===== src/sdr_settings.svh =====
// size and limit macros for the dense-to-SDR encoder

`ifndef SDR_SETTINGS_SVH
`define SDR_SETTINGS_SVH

// dense input vector width
`define SDR_DENSE_W     32

// parallel scan lanes, SDR_DENSE_W must be a multiple of this
`define SDR_LANES       4

// bits scanned by each lane
`define SDR_SEG_LEN     ((`SDR_DENSE_W) / (`SDR_LANES))

// index width, wide enough for any bit position of the dense vector
`define SDR_IDX_W       ($clog2(`SDR_DENSE_W))

// per-lane queue entries
`define SDR_LANE_DEPTH  4

// most indices one encode may emit before the sparsity error
`define SDR_MAX_ACTIVE  8

`endif


===== src/sdr_pkg.sv =====
// shared state enum and packed bundles of the SDR encoder

`include "sdr_settings.svh"

package sdr_pkg;

    // control FSM states
    typedef enum logic [2:0] {
        IDLE,
        SHIFT_DATA_st,
        SDR_INDEX_st,
        SDR_DONE_st,
        SDR_ERROR_st
    } sdr_state_e;

    // loader to lane, one scan step
    typedef struct packed {
        logic                   step;
        logic                   scan_bit;
        logic [`SDR_IDX_W-1:0]  pos;
    } sdr_lane_feed_t;

    // lane to collector
    typedef struct packed {
        logic                   not_empty;
        logic [`SDR_IDX_W-1:0]  head_idx;
        logic                   overflow;
    } sdr_lane_status_t;

    // emitted index
    typedef struct packed {
        logic                   valid;
        logic [`SDR_IDX_W-1:0]  idx;
    } sdr_index_t;

    typedef struct packed {
        logic                   busy;
        logic                   done;
        logic                   err_sparsity;
        logic                   err_overflow;
    } sdr_status_t;

endpackage


===== src/sdr_dense_loader.sv =====
// dense vector capture and per-lane bit shifter with shared scan counter

`timescale 1ns/100ps

`include "sdr_settings.svh"

module sdr_dense_loader (
    input  logic                                          clk_i,
    input  logic                                          rst_ni,
    input  logic [`SDR_DENSE_W-1:0]                       dense_i,
    input  logic                                          shift_counter_rst,
    input  logic                                          shift_counter_en,
    output sdr_pkg::sdr_lane_feed_t [`SDR_LANES-1:0]      lane_feed_o,
    output logic                                          shift_counter_cnt_dn
);

    localparam int IDX_W   = `SDR_IDX_W;
    localparam int SEG_LEN = `SDR_SEG_LEN;

    logic [SEG_LEN-1:0] seg_q [`SDR_LANES];
    logic [IDX_W-1:0]   pos_q;

    assign shift_counter_cnt_dn = shift_counter_en && (pos_q == IDX_W'(SEG_LEN - 1));

    // segment shift registers, lowest bit scanned first
    always_ff @(posedge clk_i)
    begin
        for (int l = 0; l < `SDR_LANES; l++)
        begin
            if (shift_counter_rst)
            begin
                seg_q[l] <= dense_i[l*SEG_LEN +: SEG_LEN];
            end
            else if (shift_counter_en)
            begin
                seg_q[l] <= seg_q[l] >> 1;
            end
        end
    end

    // position inside the segment
    always_ff @(posedge clk_i or negedge rst_ni)
    begin
        if (!rst_ni)
        begin
            pos_q <= '0;
        end
        else if (shift_counter_rst)
        begin
            pos_q <= '0;
        end
        else if (shift_counter_en)
        begin
            pos_q <= shift_counter_cnt_dn ? '0 : pos_q + 1'b1;
        end
    end

    always_comb
    begin
        for (int l = 0; l < `SDR_LANES; l++)
        begin
            lane_feed_o[l].step     = shift_counter_en;
            lane_feed_o[l].scan_bit = seg_q[l][0];
            lane_feed_o[l].pos      = pos_q;
        end
    end

endmodule


===== src/sdr_lane_fifo.sv =====
// scan lane, turns hits into global indices and queues them

`timescale 1ns/100ps

`include "sdr_settings.svh"

module sdr_lane_fifo #(
    parameter int unsigned LANE_ID = 0
) (
    input  logic                      clk_i,
    input  logic                      rst_ni,
    input  sdr_pkg::sdr_lane_feed_t   feed_i,
    input  logic                      clr_i,
    input  logic                      pop_i,
    output sdr_pkg::sdr_lane_status_t status_o
);

    localparam int IDX_W = `SDR_IDX_W;
    localparam int DEPTH = `SDR_LANE_DEPTH;
    localparam int PTR_W = (DEPTH > 1) ? $clog2(DEPTH) : 1;
    localparam int CNT_W = $clog2(DEPTH + 1);
    localparam logic [IDX_W-1:0] SEG_BASE = IDX_W'(LANE_ID * `SDR_SEG_LEN);

    logic [IDX_W-1:0] mem_q [DEPTH];
    logic [PTR_W-1:0] wr_ptr_q;
    logic [PTR_W-1:0] rd_ptr_q;
    logic [CNT_W-1:0] count_q;
    logic             ovf_q;
    logic             hit;
    logic             full;
    logic             push;
    logic             pop;

    function automatic logic [PTR_W-1:0] next_ptr(input logic [PTR_W-1:0] ptr);
        return (ptr == PTR_W'(DEPTH - 1)) ? '0 : ptr + 1'b1;
    endfunction

    assign hit  = feed_i.step && feed_i.scan_bit;
    assign full = (count_q == CNT_W'(DEPTH));
    assign push = hit && !full;
    assign pop  = pop_i && (count_q != '0);

    always_ff @(posedge clk_i)
    begin
        if (push)
        begin
            mem_q[wr_ptr_q] <= SEG_BASE + feed_i.pos;
        end
    end

    always_ff @(posedge clk_i or negedge rst_ni)
    begin
        if (!rst_ni)
        begin
            wr_ptr_q <= '0;
            rd_ptr_q <= '0;
            count_q  <= '0;
            ovf_q    <= 1'b0;
        end
        else if (clr_i)
        begin
            wr_ptr_q <= '0;
            rd_ptr_q <= '0;
            count_q  <= '0;
            ovf_q    <= 1'b0;
        end
        else
        begin
            if (push)
            begin
                wr_ptr_q <= next_ptr(wr_ptr_q);
            end
            if (pop)
            begin
                rd_ptr_q <= next_ptr(rd_ptr_q);
            end
            case ({push, pop})
                2'b10:   count_q <= count_q + 1'b1;
                2'b01:   count_q <= count_q - 1'b1;
                default: count_q <= count_q;
            endcase
            // hit dropped on a full queue
            if (hit && full)
            begin
                ovf_q <= 1'b1;
            end
        end
    end

    assign status_o.not_empty = (count_q != '0);
    assign status_o.head_idx  = mem_q[rd_ptr_q];
    assign status_o.overflow  = ovf_q;

endmodule


===== src/sdr_index_collector.sv =====
// index collector, drains lanes lowest first and counts emitted indices

`timescale 1ns/100ps

`include "sdr_settings.svh"

module sdr_index_collector (
    input  logic                                        clk_i,
    input  logic                                        rst_ni,
    input  sdr_pkg::sdr_lane_status_t [`SDR_LANES-1:0]  lane_status_i,
    input  logic                                        fifo_rready_i,
    input  logic                                        sdr_indexes_counter_rst,
    output logic [`SDR_LANES-1:0]                       lane_pop_o,
    output logic                                        fifo_rvalid_o,
    output logic                                        fifo_full,
    output logic                                        sdr_indexes_counter_cnt_dn,
    output sdr_pkg::sdr_index_t                         index_o
);

    localparam int IDX_W = `SDR_IDX_W;
    localparam int CNT_W = $clog2(`SDR_MAX_ACTIVE + 1);

    logic [CNT_W-1:0] count_q;
    logic             pop_en;
    logic             any_valid;
    logic             any_ovf;
    logic [IDX_W-1:0] head_sel;
    logic             idx_valid_q;
    logic [IDX_W-1:0] idx_q;

    assign sdr_indexes_counter_cnt_dn = (count_q == CNT_W'(`SDR_MAX_ACTIVE));
    assign pop_en                     = fifo_rready_i && !sdr_indexes_counter_cnt_dn;

    // lowest non-empty lane holds the smallest pending index
    always_comb
    begin
        lane_pop_o = '0;
        head_sel   = '0;
        any_valid  = 1'b0;
        any_ovf    = 1'b0;
        for (int l = 0; l < `SDR_LANES; l++)
        begin
            any_ovf = any_ovf | lane_status_i[l].overflow;
            if (!any_valid && lane_status_i[l].not_empty)
            begin
                any_valid     = 1'b1;
                lane_pop_o[l] = pop_en;
                head_sel      = lane_status_i[l].head_idx;
            end
        end
    end

    assign fifo_rvalid_o = any_valid;
    assign fifo_full     = any_ovf;

    always_ff @(posedge clk_i or negedge rst_ni)
    begin
        if (!rst_ni)
        begin
            count_q     <= '0;
            idx_valid_q <= 1'b0;
        end
        else
        begin
            idx_valid_q <= pop_en && any_valid;
            if (sdr_indexes_counter_rst)
            begin
                count_q <= '0;
            end
            else if (pop_en && any_valid)
            begin
                count_q <= count_q + 1'b1;
            end
        end
    end

    always_ff @(posedge clk_i)
    begin
        if (pop_en && any_valid)
        begin
            idx_q <= head_sel;
        end
    end

    assign index_o.valid = idx_valid_q;
    assign index_o.idx   = idx_q;

endmodule


===== src/sdr_control_fsm.sv =====
// control FSM of the SDR encoder
// sequences capture, scan, index drain, done and error

`timescale 1ns/100ps

module sdr_control_fsm (
    input  logic clk_i,
    input  logic rst_ni,
    input  logic sdr_start,
    input  logic shift_counter_cnt_dn,
    input  logic fifo_rvalid_o,
    input  logic sdr_indexes_counter_cnt_dn,
    input  logic fifo_full,
    output logic fifo_rready_i,
    output logic shift_counter_rst,
    output logic shift_counter_en,
    output logic sdr_indexes_counter_rst,
    output logic fifo_clr_i,
    output logic convert_done,
    output logic error_fifo_full,
    output logic error_st,
    output logic busy_o
);

    import sdr_pkg::*;

    sdr_state_e state_q;
    sdr_state_e state_d;
    logic       start_accept;
    logic       ovf_q;

    // start is only taken when the FSM is not busy scanning or draining
    assign start_accept = sdr_start &&
                          (state_q == IDLE || state_q == SDR_DONE_st ||
                           state_q == SDR_ERROR_st);

    assign busy_o          = (state_q != IDLE);
    assign error_fifo_full = ovf_q;

    //////////////////////////////////////////////////////////////////////
    // state register and next state
    //////////////////////////////////////////////////////////////////////

    always_comb
    begin
        state_d = state_q;
        case (state_q)
            IDLE, SDR_DONE_st, SDR_ERROR_st:
            begin
                if (sdr_start)
                begin
                    state_d = SHIFT_DATA_st;
                end
            end
            SHIFT_DATA_st:
            begin
                if (shift_counter_cnt_dn)
                begin
                    state_d = SDR_INDEX_st;
                end
            end
            SDR_INDEX_st:
            begin
                // sparsity limit wins over an empty queue
                if (sdr_indexes_counter_cnt_dn)
                begin
                    state_d = SDR_ERROR_st;
                end
                else if (!fifo_rvalid_o)
                begin
                    state_d = SDR_DONE_st;
                end
            end
            default:
            begin
                state_d = IDLE;
            end
        endcase
    end

    always_ff @(posedge clk_i or negedge rst_ni)
    begin
        if (!rst_ni)
        begin
            state_q <= IDLE;
        end
        else
        begin
            state_q <= state_d;
        end
    end

    // sticky overflow, a drop on the last scan step lands in SDR_INDEX_st
    always_ff @(posedge clk_i or negedge rst_ni)
    begin
        if (!rst_ni)
        begin
            ovf_q <= 1'b0;
        end
        else if (start_accept)
        begin
            ovf_q <= 1'b0;
        end
        else if (fifo_full && (state_q == SHIFT_DATA_st || state_q == SDR_INDEX_st))
        begin
            ovf_q <= 1'b1;
        end
    end

    //////////////////////////////////////////////////////////////////////
    // per-state control levels
    //////////////////////////////////////////////////////////////////////

    always_comb
    begin
        shift_counter_rst       = 1'b0;
        shift_counter_en        = 1'b0;
        fifo_rready_i           = 1'b0;
        sdr_indexes_counter_rst = 1'b0;
        fifo_clr_i              = 1'b0;
        convert_done            = 1'b0;
        error_st                = 1'b0;
        case (state_q)
            SHIFT_DATA_st:
            begin
                shift_counter_en        = 1'b1;
                sdr_indexes_counter_rst = 1'b1;
            end
            SDR_INDEX_st:
            begin
                fifo_rready_i = 1'b1;
                convert_done  = !fifo_rvalid_o && !sdr_indexes_counter_cnt_dn;
                error_st      = sdr_indexes_counter_cnt_dn;
            end
            SDR_DONE_st, SDR_ERROR_st:
            begin
                if (sdr_start)
                begin
                    shift_counter_rst       = 1'b1;
                    sdr_indexes_counter_rst = 1'b1;
                    fifo_clr_i              = 1'b1;
                end
                else
                begin
                    convert_done = (state_q == SDR_DONE_st);
                    error_st     = (state_q == SDR_ERROR_st);
                end
            end
            default:
            begin
                // idle keeps the datapath loading and cleared
                shift_counter_rst       = 1'b1;
                sdr_indexes_counter_rst = 1'b1;
                fifo_clr_i              = 1'b1;
            end
        endcase
    end

endmodule


===== src/sdr_encoder_top.sv =====
// top level of the dense-to-SDR encoder
// loader, scan lanes, collector and control FSM

`timescale 1ns/100ps

`include "sdr_settings.svh"

module sdr_encoder_top (
    input  logic                     clk_i,
    input  logic                     rst_ni,
    input  logic                     start_i,
    input  logic [`SDR_DENSE_W-1:0]  dense_i,
    output sdr_pkg::sdr_index_t      index_o,
    output sdr_pkg::sdr_status_t     status_o
);

    import sdr_pkg::*;

    sdr_lane_feed_t   [`SDR_LANES-1:0] lane_feed;
    sdr_lane_status_t [`SDR_LANES-1:0] lane_status;
    logic             [`SDR_LANES-1:0] lane_pop;

    // FSM control levels
    logic shift_counter_rst;
    logic shift_counter_en;
    logic shift_counter_cnt_dn;
    logic fifo_clr_i;
    logic fifo_rready_i;
    logic fifo_rvalid_o;
    logic fifo_full;
    logic sdr_indexes_counter_rst;
    logic sdr_indexes_counter_cnt_dn;

    //////////////////////////////////////////////////////////////////////
    // datapath
    //////////////////////////////////////////////////////////////////////

    sdr_dense_loader i_sdr_dense_loader (
        .clk_i                (clk_i),
        .rst_ni               (rst_ni),
        .dense_i              (dense_i),
        .shift_counter_rst    (shift_counter_rst),
        .shift_counter_en     (shift_counter_en),
        .lane_feed_o          (lane_feed),
        .shift_counter_cnt_dn (shift_counter_cnt_dn)
    );

    for (genvar l = 0; l < `SDR_LANES; l++)
    begin : g_lane
        sdr_lane_fifo #(
            .LANE_ID (l)
        ) i_sdr_lane_fifo (
            .clk_i    (clk_i),
            .rst_ni   (rst_ni),
            .feed_i   (lane_feed[l]),
            .clr_i    (fifo_clr_i),
            .pop_i    (lane_pop[l]),
            .status_o (lane_status[l])
        );
    end

    sdr_index_collector i_sdr_index_collector (
        .clk_i                      (clk_i),
        .rst_ni                     (rst_ni),
        .lane_status_i              (lane_status),
        .fifo_rready_i              (fifo_rready_i),
        .sdr_indexes_counter_rst    (sdr_indexes_counter_rst),
        .lane_pop_o                 (lane_pop),
        .fifo_rvalid_o              (fifo_rvalid_o),
        .fifo_full                  (fifo_full),
        .sdr_indexes_counter_cnt_dn (sdr_indexes_counter_cnt_dn),
        .index_o                    (index_o)
    );

    //////////////////////////////////////////////////////////////////////
    // control
    //////////////////////////////////////////////////////////////////////

    sdr_control_fsm i_sdr_control_fsm (
        .clk_i                      (clk_i),
        .rst_ni                     (rst_ni),
        .sdr_start                  (start_i),
        .shift_counter_cnt_dn       (shift_counter_cnt_dn),
        .fifo_rvalid_o              (fifo_rvalid_o),
        .sdr_indexes_counter_cnt_dn (sdr_indexes_counter_cnt_dn),
        .fifo_full                  (fifo_full),
        .fifo_rready_i              (fifo_rready_i),
        .shift_counter_rst          (shift_counter_rst),
        .shift_counter_en           (shift_counter_en),
        .sdr_indexes_counter_rst    (sdr_indexes_counter_rst),
        .fifo_clr_i                 (fifo_clr_i),
        .convert_done               (status_o.done),
        .error_fifo_full            (status_o.err_overflow),
        .error_st                   (status_o.err_sparsity),
        .busy_o                     (status_o.busy)
    );

endmodule


===== config.mk =====
export PLATFORM = sky130hd
export DESIGN_NAME = sdr_encoder_top
export DESIGN_NICKNAME = d
export VERILOG_FILES = /design/src/sdr_pkg.sv /design/src/sdr_dense_loader.sv /design/src/sdr_lane_fifo.sv /design/src/sdr_index_collector.sv /design/src/sdr_control_fsm.sv /design/src/sdr_encoder_top.sv
export VERILOG_INCLUDE_DIRS = /design/src
export SDC_FILE = /design/constraint.sdc
export NUM_CORES = 1
export LEC_CHECK = 0
export ABC_CLOCK_PERIOD_IN_PS = 5300
export BUFFER_PORTS_ARGS = -buffer_cell sky130_fd_sc_hd__clkbuf_2
export CAP_MARGIN = 20
export CORE_MARGIN = 8
export CORE_UTILIZATION = 65
export DETAILED_ROUTE_END_ITERATION = 10
export PLACE_DENSITY = 0.84
export SLEW_MARGIN = 20
export SYNTH_ARGS = -nofsm -noshare
export SYNTH_HDL_FRONTEND = slang
export SYNTH_SLANG_ARGS = --single-unit
export TNS_END_PERCENT = 100

===== constraint.sdc =====
create_clock -name clk_i -period 5.3 [get_ports clk_i]
set_input_delay 0 -clock clk_i [delete_from_list [all_inputs] [get_ports clk_i]]
set_output_delay 0 -clock clk_i [all_outputs]
set_load 0.02 [all_outputs]

==> out/results.tsv, run 1 <==
stage	metric	value	unit
outcome	outcome	complete, no violations	
yosys	Async SR Flop Fraction	28.2	%
detailed_routing	DRT Pass-1 Iters	5	
flow_run	max_cap viols	0	
sta	RSZ-0062 raised after global routing	false	
worst_setup_path	Cell Chain, Critical Path	or3b_1 > buf_4 > a211oi_2 > inv_1 > ha_1 > fa_1 > xnor2_1 > nor2_1 > xnor2_1 > nor2_1	
place	PortBufs	44	
global_routing	GR Overflow Total	0	
sta	worst setup margin	2.22	ns
yosys	synth top area cells	edfxtp_1, dfrtp_1, mux4_2	
place	pre-CTS WS	2.31	ns
finish	final net count	678	
yosys	Ys Warns	0	
detailed_routing	Avg WL per Cell	20.2	µm
worst_setup_path	Crit-path slowest cell	dfrtp_1	
yosys	Post-synth EDFFs	116	
power	IR drop worst, VDD	0.404	mV
detailed_routing	Final ANT Viol Nets	0	
clock_network	# resized after CTS	0	
die	Rows	39	
detailed_routing	Residual DRC	0	
die	Die W	123	µm
worst_setup_path	Largest delay share family, worst path	adder cells	
worst_setup_path	maximum fanout along the worst path	33	
yosys	Synth area leader	edfxtp_1	
sta	Final Setup Violations	0	
place	DP HPWL	9570	µm
global_routing	All-Layer GR Usage	22.7	%
global_routing	antenna violations before repair	0	
clock_network	clk slew on worst S/H paths	0.06	ns
sta	Slew Viols, Final	0	
global_routing	first-pass GRT wire length	25600	µm
power	Pleak	0.00341	µW
yosys	cell count after synthesis	543	
clock_network	CTS Sinks	163	
die	die area	15100	µm²
detailed_routing	Post-Route WL	15600	µm
worst_setup_path	critical path class	flop to flop	
sta	Slew Limit Headroom	27.3	%
detailed_routing	vias per cell	6.09	
clock_network	H-tree depth	4	
yosys	syn_nets	606	
clock_network	CTS tree	yes	
clock_network	CTS root buf	clkbuf_16	
min_path	worst hold path class	input pin to asynchronous set/reset pin	
sta	Tcrit/Tclk final	58.1	%
die	Initial Util	65.6	%
worst_setup_path	CP arrival	3.38	ns
yosys	Yosys reg bits	163	
sta	worst-margin pin slew	1.09	ns
worst_setup_path	CP required	5.60	ns
worst_setup_path	Bufs and invs on worst path	2	
sta	maximum clock rate	325	MHz
finish	most frequent cells in the layout	edfxtp_1, nand2_1, dfrtp_1	
sta	setup TNS	0	ns
yosys	Seq/Total Area, Yosys	62.9	%
clock_network	clock buffer depth	2	
place	Placed Cells	705	
die	die extent in y	123	µm
yosys	Distinct cells, synth	58	
detailed_routing	via count	4694	
finish	Area Growth Syn to Fin	17.1	%
sta	Setup Skew	0.0106	ns
worst_setup_path	Critical Path Sink Type	flop	
place	Final GP Congestion	0.846	
sta	Final Hold Viols	0	
finish	share of cells above drive strength 1	18.5	%
yosys	Mapped Area	7400	µm²
clock_network	CTS Hold Buffers Added	34	
worst_setup_path	Startpoint Class	flop	
finish	n_diodes	0	
clock_network	Post-CTS Repair Setup Buffers	0	
finish	Non-Filler Instances	771	
clock_network	CTS Buf Count	17	
clock_network	Clk Latency, worst-skew pair	0.43	ns
detailed_routing	drt initial violations	468	
global_routing	largest net degree at the start of global routing	47	
finish	most common cell after layout, fill and taps aside	edfxtp_1	
yosys	Mapped Avg Cell Area	13.6	µm²
sta	fin crit period	3.08	ns
power	Pwr Density	577	nW/µm²
die	io pins	45	
worst_setup_path	crit-path max cell delay	0.51	ns
yosys	prevailing post-synth register cell	edfxtp_1	
die	Core ar.	11300	µm²
yosys	share of the synthesized area in the top cell type	47.1	%
global_routing	vias in the first global route	4848	
sta	Worst Hold Margin	0.203	ns
==> report_power, final <==
| group | total (µW) | internal (µW) | switching [µW] | leakage (µW) |
|---|---|---|---|---|
| logic | 1600 | 588 | 1010 | 0.00144 |
| registers | 2120 | 1840 | 279 | 0.00168 |
| clock network | 1280 | 788 | 494 | 0.000284 |
| total | 5000 | 3210 | 1780 | 0.00341 |
==> sequential cells by signal, indices dropped and copies added (netlist names) <==
| signal | flops |
|---|---|
| g_lane.i_sdr_lane_fifo.rd_ptr_q | 8 |
| i_sdr_control_fsm.state_q | 3 |
| g_lane.i_sdr_lane_fifo.mem_q | 80 |
| i_sdr_index_collector.count_q | 4 |
| i_sdr_index_collector.idx_valid_q | 1 |
| i_sdr_control_fsm.error_fifo_full | 1 |
| i_sdr_dense_loader.pos_q | 5 |
| g_lane.i_sdr_lane_fifo.wr_ptr_q | 8 |
| i_sdr_dense_loader.seg_q | 32 |
| g_lane.i_sdr_lane_fifo.ovf_q | 4 |
| i_sdr_index_collector.idx_q | 5 |
| g_lane.i_sdr_lane_fifo.count_q | 12 |
==> synthesized netlist by cell type, types with 10 or more instances <==
library cell    n
and2_1         21
nand3_1        10
a22oi_1        12
mux2i_1        18
mux4_2         20
edfxtp_1      116
ha_1           24
inv_1          20
clkbuf_1       13
nand2_1        74
nor2_1         31
dfrtp_1        46
a21oi_1        19
o21ai_0        20
==> final cells by class <==
class | instances | area (µm²)
multi-input cells | 331 | 2550
flip-flops and latches | 163 | 4650
inverters | 20 | 75.1
repair buffers | 82 | 591
fillers | 626 | 2610
clock inverters | 13 | 184
clock buffers | 19 | 433
well taps | 143 | 179
==> routing by layer <==
layer  vias to the layer above  part of all wire [%]  global-route usage, %  routed length (µm)
met5                         -                     0                      0                   0
met4                         0                   1.5                   8.38                 240
met3                        20                   6.6                   6.49                1030
met2                       178                    52                   38.0                8110
met1                      2357                    40                   27.7                6230
li1                       2139                     -                      -                   -
==> final timing paths <==
check,from,endpoint,slack (ns),cells past startpoint
max,i_sdr_control_fsm.state_q[2],g_lane[0].i_sdr_lane_fifo.count_q[2],2.22,10
min,rst_ni,g_lane[0].i_sdr_lane_fifo.wr_ptr_q[1],0.20,3
max reg2reg,i_sdr_control_fsm.state_q[2],g_lane[0].i_sdr_lane_fifo.count_q[2],2.22,10
min reg2reg,g_lane[2].i_sdr_lane_fifo.ovf_q,g_lane[2].i_sdr_lane_fifo.ovf_q,0.50,2
max in group asynchronous,rst_ni,g_lane[0].i_sdr_lane_fifo.rd_ptr_q[0],4.69,3
min in group clk_i,dense_i[0],i_sdr_dense_loader.seg_q[0][0],0.39,4
==> through the flow <==
step	cell area, µm²	utilization, %	power (µW)
after floorplan	7400	-	3250
after global placement	7700	68.3	3560
after detailed placement	7700	68.3	3670
after CTS	8660	76.8	4980
after global routing	8660	76.9	5260
final	8660	76.9	5000
==> logic make-up (layout without fill, tap and decap cells) <==
group                    after synthesis  count (layout)  synth area share [%]
AND/OR/NAND/NOR                      180             180                  12.6
XOR/XNOR                               6               6                 0.710
multiplexers                          39              39                  8.67
flip-flops                           163             163                  62.9
AO/OA/AOI/OAI                         78              78                  7.00
buffers and inverters                 49             134                  2.99
adder cells (fa/ha/maj)               28              28                  5.14
==> worst register-to-register path, stage by stage (launching register included) <==
cell	delay, ns
dfrtp_1	0.51
or3b_1	0.42
buf_4	0.26
a211oi_2	0.48
inv_1	0.10
ha_1	0.24
fa_1	0.39
xnor2_1	0.20
nor2_1	0.09
xnor2_1	0.19
nor2_1	0.07
Note: power is estimated with default switching activity, not from simulation.
==> inputs of run 2 (changes only) <==
Settings changed: ABC_AREA from default to 1, ABC_CLOCK_PERIOD_IN_PS 5300 to 2650, CORE_UTILIZATION 65 to 55, PLACE_DENSITY 0.84 to 0.76.
Clock period 5.3 ns to 2.65 ns, I/O delays scaled along.
==> out/results.tsv, run 2 <==
stage	metric	value	unit
outcome	outcome	complete, no violations	
detailed_routing	DRT Pass-1 Iters	5	
finish	Non-Filler Cell Area, Final	8860	µm²
die	Rows	43	
yosys	Seq/Total Area, Yosys	61.6	%
sta	setup TNS	0	ns
yosys	syn_nets	784	
yosys	synth top area cells	edfxtp_1, dfrtp_1, nand2_1	
worst_setup_path	Startpoint Class	flop	
power	IR drop worst, VDD	0.662	mV
flow_run	max_cap viols	0	
finish	Area Growth Syn to Fin	17.3	%
sta	fin crit period	2.46	ns
global_routing	antenna violations before repair	0	
global_routing	first-pass GRT wire length	26700	µm
yosys	Yosys reg bits	163	
sta	RSZ-0062 raised after global routing	false	
yosys	Synth area leader	edfxtp_1	
finish	area of the multi-input gates	2480	µm²
worst_setup_path	critical path class	flop to flop	
sta	Final Hold Viols	0	
power	Pwr Density	1070	nW/µm²
sta	maximum clock rate	406	MHz
sta	Final Setup Violations	0	
finish	Largest register FFs	80	
yosys	Ys Warns	0	
sta	Tcrit/Tclk final	93.0	%
global_routing	GR Overflow Total	0	
yosys	cell count after synthesis	721	
yosys	count leader, synth	nand2_1	
sta	worst-margin pin slew	0.923	ns
finish	most common cell after layout, fill and taps aside	nand2_1	
worst_setup_path	Critical Path Sink Type	flop	
worst_setup_path	CP arrival	2.77	ns
detailed_routing	Post-Route WL	16000	µm
die	die area	17700	µm²
finish	fillers	1051	
sta	Slew Viols, Final	0	
clock_network	CTS Sinks	163	
die	die extent in y	133	µm
yosys	Post-synth EDFFs	116	
global_routing	vias in the first global route	5582	
sta	Slew Limit Headroom	38.5	%
yosys	Mapped Avg Cell Area	10.5	µm²
die	Core ar.	13700	µm²
yosys	Async SR Flop Fraction	28.2	%
yosys	Mapped Area	7560	µm²
detailed_routing	via count	5363	
detailed_routing	Final ANT Viol Nets	0	
global_routing	All-Layer GR Usage	19.1	%
detailed_routing	Avg WL per Cell	16.1	µm
finish	share of cells above drive strength 1	14.1	%
yosys	share of the synthesized area in the top cell type	46.1	%
finish	Non-Filler Instances	996	
detailed_routing	vias per cell	5.38	
yosys	prevailing post-synth register cell	edfxtp_1	
finish	top flop regs	g_lane.i_sdr_lane_fifo.mem_q (80), i_sdr_dense_loader.seg_q (32), g_lane.i_sdr_lane_fifo.count_q (12)	
worst_setup_path	crit-path max cell delay	0.41	ns
finish	most frequent cells in the layout	nand2_1, edfxtp_1, nor2_1	
finish	Final Util	64.8	%
sta	Setup Skew	0.00809	ns
global_routing	largest net degree at the start of global routing	35	
clock_network	clock buffer depth	2	
yosys	Distinct cells, synth	42	
finish	n_diodes	0	
clock_network	CTS root buf	clkbuf_16	
place	DP HPWL	10600	µm
detailed_routing	drt initial violations	384	
clock_network	CTS tree	yes	
die	Initial Util	55.3	%
clock_network	clk slew on worst S/H paths	0.06	ns
die	Die W	133	µm
place	Placed Area	7920	µm²
yosys	Post-synth top cells	nand2_1, edfxtp_1, nor2_1	
finish	Storage cell area	4650	µm²
worst_setup_path	Cell Chain, Critical Path	inv_1 > ha_1 > nand2_1 > nor2_2 > nor2_8 > nand2_1 > inv_1 > ha_1 > fa_1 > o21ai_0 > xor2_1 > nor2_1	
min_path	worst hold path class	input pin to asynchronous set/reset pin	
worst_setup_path	CP required	2.96	ns
detailed_routing	Residual DRC	0	
power	Pleak	0.00382	µW
clock_network	Clk Latency, worst-skew pair	0.43	ns
finish	final net count	866	
place	Placed Cells	930	
die	io pins	45	
place	Final GP Congestion	0.839	
finish	register with the most flip-flops	g_lane.i_sdr_lane_fifo.mem_q	
worst_setup_path	maximum fanout along the worst path	7	
worst_setup_path	Crit-path slowest cell	dfrtp_1	
clock_network	CTS Buf Count	17	
place	PortBufs	44	
clock_network	H-tree depth	4	
-- run 2: repair_timing --
item / 4_1_cts / 5_1_grt
resized for setup: 0 / 1
hold endpoints to repair: 67 / 0
hold buffers: 34 / 0
setup buffers: 0 / 0
setup endpoints to repair: 0 / 1
-- run 2: path summary, 6_finish.rpt --
path                                                  start                                     to  slack (ns)  cells past startpoint
setup / recovery           i_sdr_index_collector.count_q[0]   g_lane[0].i_sdr_lane_fifo.count_q[2]        0.19                     12
hold / removal                                       rst_ni  g_lane[3].i_sdr_lane_fifo.wr_ptr_q[0]        0.24                      2
setup reg to reg           i_sdr_index_collector.count_q[0]   g_lane[0].i_sdr_lane_fifo.count_q[2]        0.19                     12
hold reg to reg              i_sdr_dense_loader.seg_q[0][3]         i_sdr_dense_loader.seg_q[0][2]        0.52                      2
max in group asynchronous                            rst_ni      i_sdr_index_collector.idx_valid_q        1.67                      3
min in group clk_i                              dense_i[14]         i_sdr_dense_loader.seg_q[1][6]        0.38                      4
-- run 2: layer usage --
metal | GRT usage (%) | part of all wire [%] | vias to the layer above
li1 | - | - | 2582
met5 | 0 | 0 | -
met1 | 21.1 | 41 | 2583
met4 | 10.5 | 3.1 | 0
met2 | 32.8 | 50 | 161
met3 | 5.20 | 5.2 | 37
-- run 2: power by group --
part | leakage (µW) | switching, µW | total [µW] | internal [µW]
registers | 0.00172 | 363 | 3920 | 3560
logic | 0.00182 | 2160 | 3070 | 906
clock network | 0.000287 | 942 | 2500 | 1560
-- run 2: final cells by class --
cell class,instances,share of cell area (%)
clock inverters,13,1.86
clock buffers,19,4.89
repair buffers,86,7.00
inverters,72,3.13
well taps,180,2.54
multi-input cells,463,28.0
flip-flops and latches,163,52.5
-- run 2: metrics by stage --
step	hold WS, ns	worst slack (ns)	power (µW)
after floorplan	-0.296	0.375	6170
after global placement	0.180	0.231	6810
after detailed placement	0.175	0.185	6950
after CTS	0.279	0.125	9500
after global routing	0.322	0.0280	10100
final	0.239	0.186	9480
-- run 2: cell families (layout without fill, tap and decap cells) --
logic type               after synthesis  in the layout  synth area share (%)
adder cells (fa/ha/maj)               28             28                  5.03
AO/OA/AOI/OAI                         89             89                  6.64
flip-flops                           163            163                  61.6
AND/OR/NAND/NOR                      336            336                  20.0
XOR/XNOR                              10             10                  1.16
buffers and inverters                 95            190                  5.55
-- run 2: critical path: cells and delay by family, from the launching register on --
| kind | cells | cell delay, ns |
|---|---|---|
| flip-flops | 1 | 0.41 |
| buffers and inverters | 2 | 0.18 |
| AND/OR/NAND/NOR | 5 | 0.57 |
| AO/OA/AOI/OAI | 1 | 0.23 |
| XOR/XNOR | 1 | 0.17 |
| adder cells (fa/ha/maj) | 3 | 0.78 |
